==> config.mk <==
export PLATFORM = sky130hd
export DESIGN_NAME = dsp_slice_top
export DESIGN_NICKNAME = d
export VERILOG_FILES = /design/src/verilog/dsp_pkg.sv /design/src/verilog/dsp_lane_adder.sv /design/src/verilog/dsp_op_decode.sv /design/src/verilog/dsp_partial_mult.sv /design/src/verilog/dsp_result_reg.sv /design/src/verilog/dsp_simd_adder.sv /design/src/verilog/dsp_slice_top.sv /design/src/verilog/dsp_wb_regs.sv
export SDC_FILE = /design/constraint.sdc
export NUM_CORES = 2
export LEC_CHECK = 0
export BUFFER_PORTS_ARGS = -buffer_cell sky130_fd_sc_hd__buf_2
export CAP_MARGIN = 20
export CORE_ASPECT_RATIO = 0.8
export CORE_MARGIN = 2
export CORE_UTILIZATION = 60
export DETAILED_ROUTE_END_ITERATION = 10
export PLACE_DENSITY = 0.86
export SLEW_MARGIN = 20
export SYNTH_ARGS = -nofsm -noshare
export SYNTH_HDL_FRONTEND = slang
export SYNTH_HIERARCHICAL = 1
export SYNTH_SLANG_ARGS = --single-unit
==> constraint.sdc <==
create_clock -name clk -period 18.2 [get_ports clk]
set_input_delay 1.82 -clock clk [delete_from_list [all_inputs] [get_ports clk]]
set_output_delay 1.82 -clock clk [all_outputs]
set_load 0.005 [all_outputs]
==> src/verilog/dsp_pkg.sv <==
package dsp_pkg;

	localparam int a_width = 27;
	localparam int b_width = 18;
	localparam int p_width = 48;

	localparam int lane_width = 12; // One SIMD lane of the adder
	localparam int lane_count = 4;

	// Word addresses of the Wishbone register map
	localparam logic [2:0] addr_a = 3'd0;
	localparam logic [2:0] addr_b = 3'd1;
	localparam logic [2:0] addr_c_lo = 3'd2;
	localparam logic [2:0] addr_c_hi = 3'd3;
	localparam logic [2:0] addr_ctrl = 3'd4;
	localparam logic [2:0] addr_p_lo = 3'd5; // Read only
	localparam logic [2:0] addr_p_hi = 3'd6; // Read only, carries status

	typedef enum logic [1:0] {
		op_mul_add = 2'b00,
		op_mul_acc = 2'b01,
		op_add = 2'b10,
		op_acc = 2'b11
	} opcode_e;

	typedef enum logic [1:0] {
		mode_27x18 = 2'b00, // Full width chain behind the multiplier
		mode_48 = 2'b01,
		mode_24 = 2'b10,
		mode_12 = 2'b11
	} simd_mode_e;

endpackage

==> src/verilog/dsp_lane_adder.sv <==
`timescale 1ns/1ps

module dsp_lane_adder #(
	parameter int width = 12
) (
	input logic [width-1:0] w,
	input logic [width-1:0] x,
	input logic [width-1:0] y,
	input logic [1:0] carry_in,
	output logic [width-1:0] sum,
	output logic [1:0] carry_out
);

	logic [width-1:0] cs_sum;
	logic [width-1:0] cs_major;
	logic [width:0] cs_carry;
	logic [width+1:0] total;

	// Full adder row, three operands down to two
	assign cs_sum = w ^ x ^ y;
	assign cs_major = (w & x) | (w & y) | (x & y);
	assign cs_carry = {cs_major, 1'b0};

	// Worst case is 3 * 2**width, which still fits in two extra bits
	assign total = {2'b00, cs_sum} + {1'b0, cs_carry} + {{width{1'b0}}, carry_in};

	assign sum = total[width-1:0];
	assign carry_out = total[width+1:width];

endmodule

==> src/verilog/dsp_op_decode.sv <==
`timescale 1ns/1ps

module dsp_op_decode
	import dsp_pkg::*;
(
	input logic clk,
	input logic reset,
	input logic start,
	input opcode_e opcode,
	input simd_mode_e mode,
	input logic cin,
	input logic [a_width-1:0] a,
	input logic [b_width-1:0] b,
	input logic [p_width-1:0] c,
	input logic [p_width-1:0] p,
	output logic valid,
	output logic [p_width-1:0] w,
	output logic [p_width-1:0] x,
	output logic [p_width-1:0] y,
	output simd_mode_e lane_mode,
	output logic carry_in
);

	logic [p_width-1:0] pp_lo;
	logic [p_width-1:0] pp_hi;
	logic [p_width-1:0] w_next;
	logic [p_width-1:0] x_next;
	logic [p_width-1:0] y_next;
	simd_mode_e add_mode;
	simd_mode_e mode_next;
	opcode_e op_q;

	dsp_partial_mult u_mult (
		.a(a),
		.b(b),
		.pp_lo(pp_lo),
		.pp_hi(pp_hi)
	);

	assign add_mode = (mode == mode_27x18) ? mode_48 : mode; // Multiplier mode is meaningless here

	always_comb begin
		w_next = c;
		x_next = pp_lo;
		y_next = pp_hi;
		mode_next = mode_27x18;
		case (opcode)
			op_mul_acc: w_next = p;
			op_add: begin
				x_next = {{(p_width - a_width - b_width){1'b0}}, a, b};
				y_next = '0;
				mode_next = add_mode;
			end
			op_acc: begin
				w_next = p;
				x_next = c;
				y_next = '0;
				mode_next = add_mode;
			end
			default: ;
		endcase
	end

	always_ff @(posedge clk) begin
		if (reset) begin
			valid <= 1'b0;
			w <= '0;
			x <= '0;
			y <= '0;
			lane_mode <= mode_27x18;
			carry_in <= 1'b0;
			op_q <= op_mul_add;
		end else begin
			valid <= start;
			if (start) begin
				w <= w_next;
				x <= x_next;
				y <= y_next;
				lane_mode <= mode_next;
				carry_in <= cin;
				op_q <= opcode;
			end
		end
	end

	mul_full_width: assert property (@(posedge clk) disable iff (reset)
		(op_q inside {op_mul_add, op_mul_acc}) |-> (lane_mode == mode_27x18))
		else $error("Multiply issued with a split SIMD mode");

endmodule

==> src/verilog/dsp_partial_mult.sv <==
`timescale 1ns/1ps

module dsp_partial_mult
	import dsp_pkg::*;
(
	input logic [a_width-1:0] a,
	input logic [b_width-1:0] b,
	output logic [p_width-1:0] pp_lo,
	output logic [p_width-1:0] pp_hi
);

	logic [b_width/2-1:0] b_lo;
	logic [b_width/2-1:0] b_hi;
	logic [a_width+b_width/2-1:0] prod_lo;
	logic [a_width+b_width/2-1:0] prod_hi;

	assign b_lo = b[b_width/2-1:0];
	assign b_hi = b[b_width-1:b_width/2];

	// Each row is a 27x9 product, the final add is left to the SIMD adder
	assign prod_lo = a * b_lo;
	assign prod_hi = a * b_hi;

	assign pp_lo = {{(p_width - a_width - b_width/2){1'b0}}, prod_lo};
	assign pp_hi = {{(p_width - a_width - b_width){1'b0}}, prod_hi, {(b_width/2){1'b0}}};

endmodule

==> src/verilog/dsp_result_reg.sv <==
`timescale 1ns/1ps

module dsp_result_reg
	import dsp_pkg::*;
(
	input logic clk,
	input logic reset,
	input logic valid,
	input logic start,
	input logic [p_width-1:0] sum,
	input logic cout_in,
	output logic [p_width-1:0] p,
	output logic cout,
	output logic done,
	output logic busy
);

	always_ff @(posedge clk) begin
		if (reset) begin
			p <= '0;
			cout <= 1'b0;
			done <= 1'b0;
			busy <= 1'b0;
		end else begin
			done <= valid;
			if (valid) begin
				p <= sum; // Also the accumulator seen by decode
				cout <= cout_in;
			end
			if (start)
				busy <= 1'b1;
			else if (done)
				busy <= 1'b0;
		end
	end

	done_after_busy: assert property (@(posedge clk) disable iff (reset)
		done |-> $past(busy))
		else $error("Result completed without an operation in flight");

endmodule

==> src/verilog/dsp_simd_adder.sv <==
`timescale 1ns/1ps

module dsp_simd_adder
	import dsp_pkg::*;
(
	input logic [p_width-1:0] w,
	input logic [p_width-1:0] x,
	input logic [p_width-1:0] y,
	input simd_mode_e lane_mode,
	input logic carry_in,
	output logic [p_width-1:0] sum,
	output logic cout
);

	logic chain_all;
	logic chain_pairs;

	assign chain_all = (lane_mode == mode_27x18) || (lane_mode == mode_48);
	assign chain_pairs = (lane_mode == mode_24);

	for (genvar i = 0; i < lane_count; i++) begin : g_lane
		logic [1:0] lane_cin;
		logic [1:0] lane_cout;

		if (i == 0) begin : g_first
			assign lane_cin = chain_all ? {1'b0, carry_in} : 2'b00; // cin only in full width
		end else begin : g_next
			// Odd lanes continue the lane below in mode_24
			assign lane_cin = (chain_all || (chain_pairs && (i % 2 == 1))) ?
				g_lane[i-1].lane_cout : 2'b00;
		end

		dsp_lane_adder #(
			.width(lane_width)
		) u_lane (
			.w(w[i*lane_width +: lane_width]),
			.x(x[i*lane_width +: lane_width]),
			.y(y[i*lane_width +: lane_width]),
			.carry_in(lane_cin),
			.sum(sum[i*lane_width +: lane_width]),
			.carry_out(lane_cout)
		);
	end

	assign cout = g_lane[lane_count-1].lane_cout[0];

endmodule

==> src/verilog/dsp_slice_top.sv <==
`timescale 1ns/1ps

module dsp_slice_top
	import dsp_pkg::*;
(
	input logic clk,
	input logic reset,
	input logic wb_cyc,
	input logic wb_stb,
	input logic wb_we,
	input logic [2:0] wb_adr,
	input logic [31:0] wb_dat_w,
	output logic [31:0] wb_dat_r,
	output logic wb_ack
);

	logic start;
	opcode_e opcode;
	simd_mode_e mode;
	logic cin;
	logic [a_width-1:0] a;
	logic [b_width-1:0] b;
	logic [p_width-1:0] c;
	logic valid;
	logic [p_width-1:0] w;
	logic [p_width-1:0] x;
	logic [p_width-1:0] y;
	simd_mode_e lane_mode;
	logic carry_in;
	logic [p_width-1:0] sum;
	logic sum_cout;
	logic [p_width-1:0] p;
	logic cout;
	logic done;
	logic busy;

	dsp_wb_regs u_regs (
		.clk(clk),
		.reset(reset),
		.wb_cyc(wb_cyc),
		.wb_stb(wb_stb),
		.wb_we(wb_we),
		.wb_adr(wb_adr),
		.wb_dat_w(wb_dat_w),
		.busy(busy),
		.p(p),
		.cout(cout),
		.wb_dat_r(wb_dat_r),
		.wb_ack(wb_ack),
		.start(start),
		.opcode(opcode),
		.mode(mode),
		.cin(cin),
		.a(a),
		.b(b),
		.c(c)
	);

	dsp_op_decode u_decode (
		.clk(clk),
		.reset(reset),
		.start(start),
		.opcode(opcode),
		.mode(mode),
		.cin(cin),
		.a(a),
		.b(b),
		.c(c),
		.p(p),
		.valid(valid),
		.w(w),
		.x(x),
		.y(y),
		.lane_mode(lane_mode),
		.carry_in(carry_in)
	);

	dsp_simd_adder u_adder (
		.w(w),
		.x(x),
		.y(y),
		.lane_mode(lane_mode),
		.carry_in(carry_in),
		.sum(sum),
		.cout(sum_cout)
	);

	dsp_result_reg u_result (
		.clk(clk),
		.reset(reset),
		.valid(valid),
		.start(start),
		.sum(sum),
		.cout_in(sum_cout),
		.p(p),
		.cout(cout),
		.done(done),
		.busy(busy)
	);

endmodule

==> src/verilog/dsp_wb_regs.sv <==
`timescale 1ns/1ps

module dsp_wb_regs
	import dsp_pkg::*;
(
	input logic clk,
	input logic reset,
	input logic wb_cyc,
	input logic wb_stb,
	input logic wb_we,
	input logic [2:0] wb_adr,
	input logic [31:0] wb_dat_w,
	input logic busy,
	input logic [p_width-1:0] p,
	input logic cout,
	output logic [31:0] wb_dat_r,
	output logic wb_ack,
	output logic start,
	output opcode_e opcode,
	output simd_mode_e mode,
	output logic cin,
	output logic [a_width-1:0] a,
	output logic [b_width-1:0] b,
	output logic [p_width-1:0] c
);

	logic bus_req;
	logic ctrl_wr;
	logic accept;
	logic [31:0] rd_data;

	assign bus_req = wb_cyc & wb_stb & ~wb_ack; // The ack cycle itself never re-arms
	assign ctrl_wr = wb_we & (wb_adr == addr_ctrl);
	assign accept = bus_req & ~(ctrl_wr & (busy | start)); // CTRL waits for the slice

	always_comb begin
		case (wb_adr)
			addr_a: rd_data = {{(32 - a_width){1'b0}}, a};
			addr_b: rd_data = {{(32 - b_width){1'b0}}, b};
			addr_c_lo: rd_data = c[31:0];
			addr_c_hi: rd_data = {{(64 - p_width){1'b0}}, c[p_width-1:32]};
			addr_ctrl: rd_data = {27'b0, cin, mode, opcode};
			addr_p_lo: rd_data = p[31:0];
			addr_p_hi: rd_data = {busy, 14'b0, cout, p[p_width-1:32]};
			default: rd_data = '0;
		endcase
	end

	always_ff @(posedge clk) begin
		if (reset) begin
			wb_ack <= 1'b0;
			start <= 1'b0;
			wb_dat_r <= '0;
			opcode <= op_mul_add;
			mode <= mode_27x18;
			cin <= 1'b0;
			a <= '0;
			b <= '0;
			c <= '0;
		end else begin
			wb_ack <= accept;
			start <= accept & ctrl_wr; // Lines up with the CTRL ack
			if (accept & ~wb_we)
				wb_dat_r <= rd_data;
			if (accept & wb_we) begin
				case (wb_adr)
					addr_a: a <= wb_dat_w[a_width-1:0];
					addr_b: b <= wb_dat_w[b_width-1:0];
					addr_c_lo: c[31:0] <= wb_dat_w;
					addr_c_hi: c[p_width-1:32] <= wb_dat_w[p_width-33:0];
					addr_ctrl: begin
						opcode <= opcode_e'(wb_dat_w[1:0]);
						mode <= simd_mode_e'(wb_dat_w[3:2]);
						cin <= wb_dat_w[4];
					end
					default: ;
				endcase
			end
		end
	end

	ack_single_pulse: assert property (@(posedge clk) disable iff (reset)
		(wb_ack && wb_cyc && wb_stb) |=> !wb_ack)
		else $error("wb_ack held for two cycles under one strobe");

endmodule
==> impl_metrics.yaml <==
route:
  dr.first_iter.drc_count: 3555
  wire_per_inst_um: 22.0
  vias_per_cell: 6.17
  finalWirelength_um: 105000
  dr.pass1.iters: 7
  num_vias: 29340
  drc_errors: 0
  antenna_left: 0
yosys:
  syn_area_sq_um: 34500
  syn_area_per_cell_sq_um: 8.54
  netlist_instances: 4037
  ys_warn_count: 6
cells_and_area:
  seq_area_sq_um: 6640
  fillers: 4557
  area_growth_pct: 4.84
  layout.core_utilization_pct: 63.8
  layout.cells.non_filler: 4755
  layout-drive-gt1-share_pct: 6.03
  finalNetCount: 4623
  multi_input_area_sq_um: 24300
power_and_ir_drop:
  peakVddDrop_v: 0.0000991
  p_leak_nw: 17.0
  cellPowerDensity_nw_per_um2: 42.0
clocking:
  worstSkewPairLatency_ns: 0.60
  post_cts_resized: 0
  cts_tree: "yes"
  cts_buffer_depth: 3
  cts_setup_buffers: 0
  cts_buffers: 30
  cts_root_buf: "clkbuf_16"
  clkSinkCount: 331
  postCtsHoldBufs: 0
  htreeDepth: 1
  clkTransAtPathRegs_ns: 0.07
critical_path:
  reg2regPathDepth: 34
  cp_common_cell: "fa_1"
  worstSetupEndpointType: "flop"
  r2r-end: "u_result/p[43]"
  worst-setup-path-type: "flop to flop"
  crit_buf_inv: 0
  critPathArrivalTime_ns: 10.64
  start_kind: "flop"
  reg2reg_from: "u_decode/y[1]"
  critical_path_depth: 34
  critical_path_peak_fanout: 3
  crit_slowest_cell: "fa_1"
  r2r_setup_slack_ns: 8.02
  critPathMaxStageDelay_ns: 0.59
  worst_ep_required_time_ns: 18.65
  critPathTopFamily: "adder cells"
die:
  pin_count: 73
  dieHeight_um: 218
  core-area_sq_um: 56700
  rows: 78
  start_util_pct: 60.8
  dieArea_sq_um: 59400
  fp.dieW_um: 272
timing:
  fin_crit_sh_pct: 56.0
  maxSlewViolCount: 0
  setup_viol: 0
  setup_ws_ns: 8.02
  tns_ns: 0
  slew_headroom_pct: 20.0
  finClkSkew_ns: 0.0213
  max_freq_ghz: 0.0982
  hold_viol: 0
  rsz0062_at_grt: "no"
  finalCriticalPeriod_ns: 10.18
  worst_slew_pin_slew_ns: 1.20
global_route:
  grt_pass1_wl_um: 162000
  grt_max_degree: 92
  grt_pass1_vias: 29127
  overflow: 0
  grt_usage_pct: 35.0
  antenna_found_initial: 3
run_status:
  status: "finished, final reports clean"
worst_hold_path:
  whs_path_depth: 2
  hp-start: "u_decode/x[46]"
  hold_class: "flop to flop"
  holdPathEnd: "u_decode/x[46]"
placement:
  dp_hpwl_um: 75100
  dpl.cell_count: 4699
  gp_congestion: 1.03
  port_buffers: 72
  pre_cts_ws_ns: 8.24
run:
  max-cap-violations: 0
power by group:
part | internal, W | switching (W) | leakage [nW]
combinational | 0.0000176 | 0.0000539 | 13.8
sequential | 0.000727 | 0.00000481 | 2.67
clock | 0.000408 | 0.000306 | 0.535
routing by layer:
metal	up-vias	GRT usage, %	share of wire, %	wire length, um
met5	-	0.247	0.012	13
met4	2	15.0	4.8	5060
met3	359	10.7	13	13800
met2	1904	52.5	42	44200
met1	14256	47.1	40	41600
li1	12819	-	-	-
flip-flops by register name, indices dropped and copies added (netlist names):
name / count
u_decode/w: 48
u_decode/x: 48
u_decode/y: 48
u_regs/c: 48
u_result/p: 48
u_regs/wb_dat_r: 32
u_regs/a: 27
u_regs/b: 18
u_decode/lane_mode: 2
u_regs/mode: 2
u_regs/opcode: 2
u_decode/carry_in: 1
u_decode/valid: 1
u_regs/cin: 1
u_regs/start: 1
u_regs/wb_ack: 1
u_result/busy: 1
u_result/cout: 1
u_result/done: 1
worst max path at each step:
stage,start,to,slack (ns)
2_1_floorplan,u_decode/y[1],u_result/p[43],9.20
3_3_place_gp,u_decode/y[1],u_result/p[43],8.44
3_5_place_dp,u_decode/y[1],u_result/p[43],8.24
4_1_cts,u_decode/y[1],u_result/p[43],8.14
5_1_grt,u_decode/y[1],u_result/p[47],7.59
6_report,u_decode/y[1],u_result/p[43],8.02
worst reg2reg max path: cells and delay by family, from the launching register on:
kind	cells	cell delay, ns
AO/OA/AOI/OAI	17	3.94
XOR/XNOR	1	0.09
adder cells (fa/ha/maj)	13	5.34
flip-flops	1	0.33
multiplexers	1	0.16
AND/OR/NAND/NOR	2	0.19
cells in the final DEF (no fill, tap or decap), types with 71 or more instances in the layout:
| cell | count |
|---|---|
| buf_2 | 71 |
| inv_1 | 634 |
| a21oi_1 | 223 |
| nand2_1 | 439 |
| mux2i_1 | 188 |
| nor2_1 | 237 |
| dfxtp_1 | 327 |
| fa_1 | 408 |
| and2_1 | 292 |
| ha_1 | 204 |
stage by stage:
| step | hold slack [ns] | total power (W) | cell area [sq um] |
|---|---|---|---|
| 2_1_floorplan | 0.416 | 0.000793 | 34600 |
| 3_3_place_gp | 0.428 | 0.000814 | 35000 |
| 3_5_place_dp | 0.438 | 0.000815 | 35000 |
| 4_1_cts | 0.451 | 0.00151 | 36100 |
| 5_1_grt | 0.468 | 0.00155 | 36100 |
| 6_report | 0.447 | 0.00152 | 36100 |
area by class of cell:
| type | count | area share [%] |
|---|---|---|
| tap | 760 | 2.63 |
| clock inverter | 15 | 0.616 |
| timing repair buffer | 129 | 2.21 |
| multi-input combinational | 2842 | 67.2 |
| antenna | 1 | 0.00692 |
| sequential | 331 | 18.4 |
| clock buffer | 40 | 2.41 |
| inverter | 637 | 6.61 |
(Power assumes the default switching activity.)
